==> src/hdl/id_remap_pkg.sv <==
package id_remap_pkg;

  //////////////////////////////////////////////////
  // Remap table sizing
  //////////////////////////////////////////////////

  // One slot per narrow ID, so the slot index is the narrow ID
  localparam int unsigned MAX_UNIQ_IDS = 4;
  localparam int unsigned MST_ID_W     = $clog2(MAX_UNIQ_IDS);

  // Outstanding reads allowed on one slot
  localparam int unsigned MAX_TXNS_PER_ID = 3;

  // Counter must hold 0 up to MAX_TXNS_PER_ID
  localparam int unsigned CNT_W = $clog2(MAX_TXNS_PER_ID + 1);

  //////////////////////////////////////////////////
  // Types
  //////////////////////////////////////////////////

  typedef logic [MST_ID_W-1:0] mst_id_t;  // Narrow master-side ID
  typedef logic [CNT_W-1:0]    txn_cnt_t; // Per-slot outstanding count

endpackage

==> src/hdl/link_bus_pkg.sv <==
package link_bus_pkg;

  //////////////////////////////////////////////////
  // Requester ports
  //////////////////////////////////////////////////

  localparam int unsigned NUM_PORTS  = 4;
  localparam int unsigned PORT_IDX_W = $clog2(NUM_PORTS);

  //////////////////////////////////////////////////
  // ID widths
  //////////////////////////////////////////////////

  localparam int unsigned SLV_ID_W = 2;                     // Requester-side ID
  localparam int unsigned MUX_ID_W = PORT_IDX_W + SLV_ID_W; // Port index on top

  //////////////////////////////////////////////////
  // Payload widths
  //////////////////////////////////////////////////

  localparam int unsigned ADDR_W = 32;
  localparam int unsigned DATA_W = 32;

  // Types for the widths above
  typedef logic [PORT_IDX_W-1:0] port_idx_t;
  typedef logic [SLV_ID_W-1:0]   slv_id_t;
  typedef logic [MUX_ID_W-1:0]   mux_id_t;
  typedef logic [ADDR_W-1:0]     addr_t;
  typedef logic [DATA_W-1:0]     data_t;

endpackage
==> src/hdl/link_read_top.sv <==
`timescale 1ns/1ps

module link_read_top (
  input  logic                                             periph_clk,
  input  logic                                             reset_i,
  // Requester ports
  input  logic                  [link_bus_pkg::NUM_PORTS-1:0] slv_req_valid_i,
  output logic                  [link_bus_pkg::NUM_PORTS-1:0] slv_req_ready_o,
  input  link_bus_pkg::slv_id_t [link_bus_pkg::NUM_PORTS-1:0] slv_req_id_i,
  input  link_bus_pkg::addr_t   [link_bus_pkg::NUM_PORTS-1:0] slv_req_addr_i,
  output logic                  [link_bus_pkg::NUM_PORTS-1:0] slv_rsp_valid_o,
  output link_bus_pkg::slv_id_t [link_bus_pkg::NUM_PORTS-1:0] slv_rsp_id_o,
  output link_bus_pkg::data_t   [link_bus_pkg::NUM_PORTS-1:0] slv_rsp_data_o,
  input  logic                  [link_bus_pkg::NUM_PORTS-1:0] slv_rsp_ready_i,
  // Master port
  output logic                                             mst_req_valid_o,
  output id_remap_pkg::mst_id_t                            mst_req_id_o,
  output link_bus_pkg::addr_t                              mst_req_addr_o,
  input  logic                                             mst_req_ready_i,
  input  logic                                             mst_rsp_valid_i,
  input  id_remap_pkg::mst_id_t                            mst_rsp_id_i,
  input  link_bus_pkg::data_t                              mst_rsp_data_i,
  output logic                                             mst_rsp_ready_o
);

  import link_bus_pkg::*;

  // Wide-ID link between the multiplexer and the remapper
  logic    mux_req_valid;
  mux_id_t mux_req_id;
  addr_t   mux_req_addr;
  logic    mux_req_ready;
  logic    mux_rsp_valid;
  mux_id_t mux_rsp_id;
  data_t   mux_rsp_data;
  logic    mux_rsp_ready;

  read_mux i_read_mux (
    .periph_clk      ( periph_clk      ),
    .reset_i         ( reset_i         ),
    .slv_req_valid_i ( slv_req_valid_i ),
    .slv_req_ready_o ( slv_req_ready_o ),
    .slv_req_id_i    ( slv_req_id_i    ),
    .slv_req_addr_i  ( slv_req_addr_i  ),
    .slv_rsp_valid_o ( slv_rsp_valid_o ),
    .slv_rsp_id_o    ( slv_rsp_id_o    ),
    .slv_rsp_data_o  ( slv_rsp_data_o  ),
    .slv_rsp_ready_i ( slv_rsp_ready_i ),
    .mux_req_valid_o ( mux_req_valid   ),
    .mux_req_id_o    ( mux_req_id      ),
    .mux_req_addr_o  ( mux_req_addr    ),
    .mux_req_ready_i ( mux_req_ready   ),
    .mux_rsp_valid_i ( mux_rsp_valid   ),
    .mux_rsp_id_i    ( mux_rsp_id      ),
    .mux_rsp_data_i  ( mux_rsp_data    ),
    .mux_rsp_ready_o ( mux_rsp_ready   )
  );

  id_remap i_id_remap (
    .periph_clk      ( periph_clk      ),
    .reset_i         ( reset_i         ),
    .slv_req_valid_i ( mux_req_valid   ),
    .slv_req_ready_o ( mux_req_ready   ),
    .slv_req_id_i    ( mux_req_id      ),
    .slv_req_addr_i  ( mux_req_addr    ),
    .slv_rsp_valid_o ( mux_rsp_valid   ),
    .slv_rsp_id_o    ( mux_rsp_id      ),
    .slv_rsp_data_o  ( mux_rsp_data    ),
    .slv_rsp_ready_i ( mux_rsp_ready   ),
    .mst_req_valid_o ( mst_req_valid_o ),
    .mst_req_id_o    ( mst_req_id_o    ),
    .mst_req_addr_o  ( mst_req_addr_o  ),
    .mst_req_ready_i ( mst_req_ready_i ),
    .mst_rsp_valid_i ( mst_rsp_valid_i ),
    .mst_rsp_id_i    ( mst_rsp_id_i    ),
    .mst_rsp_data_i  ( mst_rsp_data_i  ),
    .mst_rsp_ready_o ( mst_rsp_ready_o )
  );

endmodule

==> src/hdl/id_remap.sv <==
`timescale 1ns/1ps

module id_remap (
  input  logic                  periph_clk,
  input  logic                  reset_i,
  // Wide side, towards the multiplexer
  input  logic                  slv_req_valid_i,
  output logic                  slv_req_ready_o,
  input  link_bus_pkg::mux_id_t slv_req_id_i,
  input  link_bus_pkg::addr_t   slv_req_addr_i,
  output logic                  slv_rsp_valid_o,
  output link_bus_pkg::mux_id_t slv_rsp_id_o,
  output link_bus_pkg::data_t   slv_rsp_data_o,
  input  logic                  slv_rsp_ready_i,
  // Narrow side, towards the link
  output logic                  mst_req_valid_o,
  output id_remap_pkg::mst_id_t mst_req_id_o,
  output link_bus_pkg::addr_t   mst_req_addr_o,
  input  logic                  mst_req_ready_i,
  input  logic                  mst_rsp_valid_i,
  input  id_remap_pkg::mst_id_t mst_rsp_id_i,
  input  link_bus_pkg::data_t   mst_rsp_data_i,
  output logic                  mst_rsp_ready_o
);

  import link_bus_pkg::*;
  import id_remap_pkg::*;

  // Remap table
  logic [MAX_UNIQ_IDS-1:0] slot_vld_q;
  mux_id_t                 slot_id_q  [MAX_UNIQ_IDS];
  txn_cnt_t                slot_cnt_q [MAX_UNIQ_IDS];
  txn_cnt_t                cnt_d      [MAX_UNIQ_IDS];

  logic                    match_hit;
  mst_id_t                 match_idx;
  logic                    free_hit;
  mst_id_t                 free_idx;
  mst_id_t                 req_slot;
  logic                    req_room;
  logic                    req_fire;
  logic                    rsp_fire;
  logic [MAX_UNIQ_IDS-1:0] slot_inc;
  logic [MAX_UNIQ_IDS-1:0] slot_dec;

  //////////////////////////////////////////////////
  // Request lookup
  //////////////////////////////////////////////////

  always_comb begin
    match_hit = 1'b0;
    match_idx = '0;
    free_hit  = 1'b0;
    free_idx  = '0;
    for (int unsigned s = 0; s < MAX_UNIQ_IDS; s++) begin
      if (!match_hit && slot_vld_q[s] && (slot_id_q[s] == slv_req_id_i)) begin
        match_hit = 1'b1;
        match_idx = MST_ID_W'(s);
      end
      if (!free_hit && !slot_vld_q[s]) begin // Lowest free slot
        free_hit = 1'b1;
        free_idx = MST_ID_W'(s);
      end
    end
  end

  // Stall when the table is full or the slot has hit its limit
  assign req_room = match_hit ? (slot_cnt_q[match_idx] != CNT_W'(MAX_TXNS_PER_ID))
                              : free_hit;
  assign req_slot = match_hit ? match_idx : free_idx;

  assign mst_req_valid_o = slv_req_valid_i & req_room;
  assign slv_req_ready_o = mst_req_ready_i & req_room;
  assign mst_req_id_o    = req_slot;
  assign mst_req_addr_o  = slv_req_addr_i;

  //////////////////////////////////////////////////
  // Response path
  //////////////////////////////////////////////////

  assign slv_rsp_valid_o = mst_rsp_valid_i;
  assign slv_rsp_id_o    = slot_id_q[mst_rsp_id_i]; // Restore the wide ID
  assign slv_rsp_data_o  = mst_rsp_data_i;
  assign mst_rsp_ready_o = slv_rsp_ready_i;

  //////////////////////////////////////////////////
  // Table update
  //////////////////////////////////////////////////

  assign req_fire = mst_req_valid_o & mst_req_ready_i;
  assign rsp_fire = mst_rsp_valid_i & slv_rsp_ready_i;

  always_comb begin
    for (int unsigned s = 0; s < MAX_UNIQ_IDS; s++) begin
      slot_inc[s] = req_fire && (req_slot == MST_ID_W'(s));
      slot_dec[s] = rsp_fire && (mst_rsp_id_i == MST_ID_W'(s));
      cnt_d[s]    = slot_cnt_q[s] + CNT_W'(slot_inc[s]) - CNT_W'(slot_dec[s]);
    end
  end

  always_ff @(posedge periph_clk) begin
    if (reset_i) begin
      slot_vld_q <= '0;
      for (int unsigned s = 0; s < MAX_UNIQ_IDS; s++) begin
        slot_cnt_q[s] <= '0;
      end
    end else begin
      for (int unsigned s = 0; s < MAX_UNIQ_IDS; s++) begin
        slot_cnt_q[s] <= cnt_d[s];
        slot_vld_q[s] <= (cnt_d[s] != '0); // Freed at zero
      end
    end
  end

  // Wide ID captured when a slot is allocated
  always_ff @(posedge periph_clk) begin
    for (int unsigned s = 0; s < MAX_UNIQ_IDS; s++) begin
      if (slot_inc[s] && !slot_vld_q[s]) begin
        slot_id_q[s] <= slv_req_id_i;
      end
    end
  end

  rsp_slot_valid: assert property (@(posedge periph_clk) disable iff (reset_i)
    mst_rsp_valid_i |-> slot_vld_q[mst_rsp_id_i])
    else $error("id_remap: response for an unused narrow ID");

  // Next count, taken at full width so a wrap would show
  for (genvar g = 0; g < MAX_UNIQ_IDS; g++) begin : gen_cnt_chk
    cnt_limit: assert property (@(posedge periph_clk) disable iff (reset_i)
      (int'(slot_cnt_q[g]) + int'(slot_inc[g]) - int'(slot_dec[g]))
        <= int'(MAX_TXNS_PER_ID))
      else $error("id_remap: slot %0d over its read limit", g);
  end

endmodule

==> src/hdl/read_mux.sv <==
`timescale 1ns/1ps

module read_mux (
  input  logic                                            periph_clk,
  input  logic                                            reset_i,
  // Requester ports
  input  logic                 [link_bus_pkg::NUM_PORTS-1:0] slv_req_valid_i,
  output logic                 [link_bus_pkg::NUM_PORTS-1:0] slv_req_ready_o,
  input  link_bus_pkg::slv_id_t [link_bus_pkg::NUM_PORTS-1:0] slv_req_id_i,
  input  link_bus_pkg::addr_t   [link_bus_pkg::NUM_PORTS-1:0] slv_req_addr_i,
  output logic                 [link_bus_pkg::NUM_PORTS-1:0] slv_rsp_valid_o,
  output link_bus_pkg::slv_id_t [link_bus_pkg::NUM_PORTS-1:0] slv_rsp_id_o,
  output link_bus_pkg::data_t   [link_bus_pkg::NUM_PORTS-1:0] slv_rsp_data_o,
  input  logic                 [link_bus_pkg::NUM_PORTS-1:0] slv_rsp_ready_i,
  // Merged port
  output logic                                            mux_req_valid_o,
  output link_bus_pkg::mux_id_t                           mux_req_id_o,
  output link_bus_pkg::addr_t                             mux_req_addr_o,
  input  logic                                            mux_req_ready_i,
  input  logic                                            mux_rsp_valid_i,
  input  link_bus_pkg::mux_id_t                           mux_rsp_id_i,
  input  link_bus_pkg::data_t                             mux_rsp_data_i,
  output logic                                            mux_rsp_ready_o
);

  import link_bus_pkg::*;

  logic [NUM_PORTS-1:0] gnt;
  port_idx_t            gnt_idx;
  logic                 req_accept;
  port_idx_t            rsp_port;  // Target port of the response
  slv_id_t              rsp_id;

  //////////////////////////////////////////////////
  // Request path
  //////////////////////////////////////////////////

  rr_arbiter #(
    .NumReq ( NUM_PORTS )
  ) i_rr_arbiter (
    .periph_clk ( periph_clk      ),
    .reset_i    ( reset_i         ),
    .req_i      ( slv_req_valid_i ),
    .accept_i   ( req_accept      ),
    .gnt_o      ( gnt             ),
    .gnt_idx_o  ( gnt_idx         )
  );

  assign mux_req_valid_o = |gnt;
  assign mux_req_id_o    = {gnt_idx, slv_req_id_i[gnt_idx]}; // Prefix the port index
  assign mux_req_addr_o  = slv_req_addr_i[gnt_idx];

  // Only the granted port sees ready
  assign slv_req_ready_o = gnt & {NUM_PORTS{mux_req_ready_i}};
  assign req_accept      = mux_req_valid_o & mux_req_ready_i;

  //////////////////////////////////////////////////
  // Response path
  //////////////////////////////////////////////////

  assign rsp_port = mux_rsp_id_i[MUX_ID_W-1:SLV_ID_W];
  assign rsp_id   = mux_rsp_id_i[SLV_ID_W-1:0];

  always_comb begin
    slv_rsp_valid_o           = '0;
    slv_rsp_valid_o[rsp_port] = mux_rsp_valid_i;
  end

  // Payload goes to every port, valid selects the one that owns it
  assign slv_rsp_id_o   = {NUM_PORTS{rsp_id}};
  assign slv_rsp_data_o = {NUM_PORTS{mux_rsp_data_i}};

  assign mux_rsp_ready_o = slv_rsp_ready_i[rsp_port];

endmodule

==> src/hdl/rr_arbiter.sv <==
`timescale 1ns/1ps

module rr_arbiter #(
  parameter  int unsigned NumReq = 4,
  localparam int unsigned IdxW   = (NumReq > 1) ? $clog2(NumReq) : 1
) (
  input  logic              periph_clk,
  input  logic              reset_i,
  input  logic [NumReq-1:0] req_i,
  input  logic              accept_i,
  output logic [NumReq-1:0] gnt_o,
  output logic [IdxW-1:0]   gnt_idx_o
);

  logic [IdxW-1:0] ptr_q;      // First requester looked at
  logic            lock_q;     // Grant pending acceptance
  logic [IdxW-1:0] lock_idx_q;
  logic            win_vld;
  logic [IdxW-1:0] win_idx;
  logic [IdxW-1:0] next_ptr;

  // Winner search, starting at the pointer and wrapping around
  always_comb begin
    int unsigned cand;
    win_vld = 1'b0;
    win_idx = '0;
    cand    = 0;
    if (lock_q) begin
      win_vld = req_i[lock_idx_q]; // Held grant wins
      win_idx = lock_idx_q;
    end else begin
      for (int unsigned k = 0; k < NumReq; k++) begin
        cand = ptr_q + k;
        if (cand >= NumReq) begin
          cand = cand - NumReq;
        end
        if (!win_vld && req_i[cand]) begin
          win_vld = 1'b1;
          win_idx = IdxW'(cand);
        end
      end
    end
  end

  always_comb begin
    gnt_o = '0;
    if (win_vld) begin
      gnt_o[win_idx] = 1'b1;
    end
  end

  assign gnt_idx_o = win_idx;
  assign next_ptr  = (win_idx == IdxW'(NumReq - 1)) ? '0 : win_idx + 1'b1;

  always_ff @(posedge periph_clk) begin
    if (reset_i) begin
      ptr_q  <= '0;
      lock_q <= 1'b0;
    end else if (accept_i) begin
      ptr_q  <= next_ptr; // One past the winner
      lock_q <= 1'b0;
    end else begin
      lock_q <= win_vld;
    end
  end

  always_ff @(posedge periph_clk) begin
    if (win_vld) begin
      lock_idx_q <= win_idx;
    end
  end

  // Grant stays put until the request is accepted or withdrawn
  gnt_hold: assert property (@(posedge periph_clk) disable iff (reset_i)
    (|gnt_o && !accept_i) |=> ((gnt_o == $past(gnt_o)) || !(|gnt_o)))
    else $error("rr_arbiter: grant moved before acceptance");

endmodule

==> config.mk <==
export PLATFORM = sky130hd
export DESIGN_NAME = link_read_top
export DESIGN_NICKNAME = d
export VERILOG_FILES = /design/src/hdl/id_remap_pkg.sv /design/src/hdl/link_bus_pkg.sv /design/src/hdl/link_read_top.sv /design/src/hdl/id_remap.sv /design/src/hdl/read_mux.sv /design/src/hdl/rr_arbiter.sv
export SDC_FILE = /design/constraint.sdc
export NUM_CORES = 1
export LEC_CHECK = 0
export BUFFER_PORTS_ARGS = -buffer_cell sky130_fd_sc_hd__buf_2
export CAP_MARGIN = 20
export CELL_PAD_IN_SITES_DETAIL_PLACEMENT = 1
export CELL_PAD_IN_SITES_GLOBAL_PLACEMENT = 1
export CORE_MARGIN = 8
export CORE_UTILIZATION = 26
export DETAILED_ROUTE_END_ITERATION = 10
export PLACE_DENSITY_LB_ADDON = 0.3
export RECOVER_POWER = 25
export SYNTH_ARGS = -nofsm -noshare
export SYNTH_HDL_FRONTEND = slang
export SYNTH_SLANG_ARGS = --single-unit
==> constraint.sdc <==
create_clock -name periph_clk -period 4.75 [get_ports periph_clk]
set_input_delay 0.475 -clock periph_clk [delete_from_list [all_inputs] [get_ports periph_clk]]
set_output_delay 0.475 -clock periph_clk [all_outputs]
set_load 0.02 [all_outputs]
==> impl_results.md <==
- Outcome: finished clean
- Number of design rule violations left after detail routing: 0
- FILL cells: 2165
- Most repeated library cell on the critical path: a211oi_1
- Post-DR vias/cell: between 4 and 5
- Min Clock Period, post-route: 4.57 ns
- Largest net degree at the start of global routing: 65
- RD Place Congestion: 0.922
- CTS Hold Bufs: 0
- Count of input and output buffers: 201
- Maximum frequency from static timing analysis: 219 MHz
- Fraction of post-synthesis cell area in the top cell type by area: 0.220
- Buffers & Inverters on Critical Path: 2
- H-tree lvl count: 2
- Instance count of the mapped netlist: between 600 and 700
- TritonCTS Buffers: 5
- CP cell instances: and4bb_1, o21bai_2, nor3b_1, o32ai_1, o311a_1, inv_2, mux2_1, a211oi_1, o21ai_0, a211oi_1, or2_1, o41a_1, buf_2
- PD cells: 713 mW/mm2
- Die height: 149 um
- GRT Total Usage: 0.143
- CP max-delay cell: dfxtp_1
- Maximum VDD drop: 0.000295 V
- Initial antenna violation count: 1
- Setup CP Type: reg -> out
- Worst clock skew: 0.00528 ns
- Final Max Slew Viols: 0
- Drt initial violations: ~120
- Routed WL per cell: 18.4 um
- Sinks on the clock net: 33
- CORE AREA: between 0.015 and 0.02 mm2
- Leading cell types in the layout, fill and taps excluded: buf_2, nand2_1, and3_1
- Crit path capture type: output pin
- Antenna fix cells: 0
- Vias post-DR: around 4300
- Average size of a mapped cell: 7.40 um2
- Synth Cell Area: roughly 0.0046 mm2
- Library cell with the largest summed area after synthesis: buf_4
- Effective utilization at floorplan: 0.265
- Worst-case setup margin in the final layout: 0.183 ns
- Critical path's largest stage delay: 0.50 ns
- Max-slew headroom: 0.575
- Clock tree from TritonCTS: yes
- Number of storage elements in the synthesis netlist: 33
- Post-Synth XOR/XNOR Area: 0.0402
- Ys flop type: edfxtp_1
- Setup repair after global routing missed its margin: no
- Final nets: 865
- Max-capacitance violation count: 0
- Die boundary width: 149 um
- CP top delay family: compound AO/OA/AOI/OAI gates
- Post-synthesis sequential area ratio: 0.184
- Finish-stage setup viols: 0
- Clock buffer depth: 2
- Post-synth ARST share: 0
- Worst setup SP type: flop
- Multiplexer share of the synthesized area: 0.0443
- Post-synthesis compound-gate area fraction: 0.153
- Worst Max-Slew Pin Slew: 0.638 ns
- 1st-pass router iterations: 4
- Largest cells by area after synthesis: buf_4, nand2_1, edfxtp_1, dfxtp_1, and3_1
- Static leakage: between 0.002 and 0.0025 uW
- Root Driver: clkbuf_16
- Later-pin clock latency in the skew report: 0.28 ns
- Place WS: 0.190 ns
- WP data required: 4.28 ns
- Number of antenna-violating nets in the routed design: 0
- Clk pin slew, worst setup/hold paths: 0.05 ns
- Post-synthesis net count: ~810
- Hold Fails Final Rpt: 0
- Total detailed-routing wirelength: between 15 and 20 mm
- Remaining global-route overflow: 0
- Share of the clock period used by the worst path: 0.962
- Row count: 48
- Arrival time worst endpoint: 4.09 ns
- Number of global-route vias before repair: 4837
- Ys Warns: 0
- Synthesis-to-finish area growth: 8.75%
- Final total negative setup slack: 0 ns
- Largest driver fanout on the critical path: 8
- Die Footprint: 0.0221 mm2
- Dominant combinational cell family by area after synthesis: simple AND/OR/NAND/NOR gates
- Synth unique cells: 71
- Share of synthesized cell area in full adder, half adder and majority cells: 0.0328
- Number of top-level pins: 362
- Synth Area in Simple Gates: 0.282
- HP Class: in -> reg
- Post-synth EDFFs: 18
- Leading cell type in the layout, fill and taps excluded: buf_2
- Fraction of final layout cells with drive strength greater than 1: 0.372
- Global-route wire length before repair: 25.8 mm
- Sum of net half-perimeters after detailed placement: 13.7 mm
[layer usage]
layer  wire length [um]  GRT usage  vias to the layer above
met1               6500      0.159                     2025
met5                 12          0                        -
li1                   -          -                     2096
met2               8350      0.253                      204
met3               1460     0.0532                       19
met4                224     0.0357                        2
[state kept, by name, indices dropped and copies added (netlist names)]
| signal | count |
|---|---|
| i_id_remap.slot_cnt_q | 8 |
| i_id_remap.slot_vld_q | 4 |
| i_read_mux.i_rr_arbiter.lock_idx_q | 2 |
| i_read_mux.i_rr_arbiter.ptr_q | 2 |
| i_read_mux.i_rr_arbiter.lock_q | 1 |
| i_id_remap.slot_id_q | 16 |
[stage by stage]
step	cell area (um2)	hold slack, ns	cells	power (uW)	util
final	4980	0.550	897	3550	0.289
after global routing	4980	0.588	897	3840	0.289
after CTS	4970	0.557	897	3600	0.289
after detailed placement	4800	0.542	889	3210	0.279
after global placement	4800	0.530	889	3150	0.279
after floorplan	4580	0.501	618	2510	-
[cell families after synthesis]
logic type,count (synthesis)
xor+xnor,21
flops,33
compound gates,89
fa+ha+maj,12
mux,12
simple gates,264
buf+inv,187
[worst reg2reg max path: cells and delay by family (launching register included)]
family	cells	cell delay, ns
buffers and inverters	2	0.30
xor gates and xnor gates	2	0.33
muxes	1	0.38
AOI/OAI and AO/OA	6	1.56
DFF	1	0.50
adders and majority gates	1	0.15
and+or+nand+nor	6	1.12
[cell type report]
class                   count  area (um2)  area share
inverters                  24        91.3      0.0184
repair buffers            209        1070       0.214
clock buffers               5         125      0.0251
multi-input cells         398        2520       0.507
clock inverters             3        46.3     0.00930
flip-flops and latches     33         842       0.169
well taps                 225         282      0.0566
[path summary, 6_finish.rpt]
path	depth (start not counted)	start	slack, ns	endpoint
hold reg to reg	2	i_id_remap.slot_cnt_q[3][1]$_SDFF_PP0_	0.55	i_id_remap.slot_cnt_q[3][1]$_SDFF_PP0_
hold / removal	2	reset_i	0.55	i_read_mux.i_rr_arbiter.ptr_q[1]$_SDFFE_PP0P_
setup reg to reg	18	i_read_mux.i_rr_arbiter.ptr_q[0]$_SDFFE_PP0P_	0.28	i_id_remap.slot_vld_q[0]$_SDFF_PP0_
setup / recovery	13	i_read_mux.i_rr_arbiter.ptr_q[0]$_SDFFE_PP0P_	0.18	mst_req_valid_o
[Yosys cell counts, drive strengths merged, types with 5 or more instances]
| cell | count |
|---|---|
| buf | 140 |
| ha | 12 |
| xor2 | 5 |
| a31oi | 32 |
| nor2 | 24 |
| nand2 | 145 |
| o21ai | 6 |
| and3 | 40 |
| clkbuf | 23 |
| nor2b | 9 |
| nor3b | 5 |
| nand4 | 5 |
| o211ai | 7 |
| mux4 | 6 |
| a22oi | 5 |
| edfxtp | 18 |
| inv | 23 |
| or2 | 6 |
| dfxtp | 15 |
| a21oi | 6 |
| nor3 | 5 |
| xnor2 | 16 |
[timing repair]
item / 4_1_cts / 5_1_grt
buffers inserted: 0 / 0
endpoints found under the setup margin: 0 / 7
resized for setup: 0 / 1
[where the power goes]
part | switching [uW] | internal [uW] | total (uW)
clock network | 125 | 248 | 374
registers | 133 | 447 | 580
logic | 1650 | 951 | 2600
(Power assumes the default switching activity.)
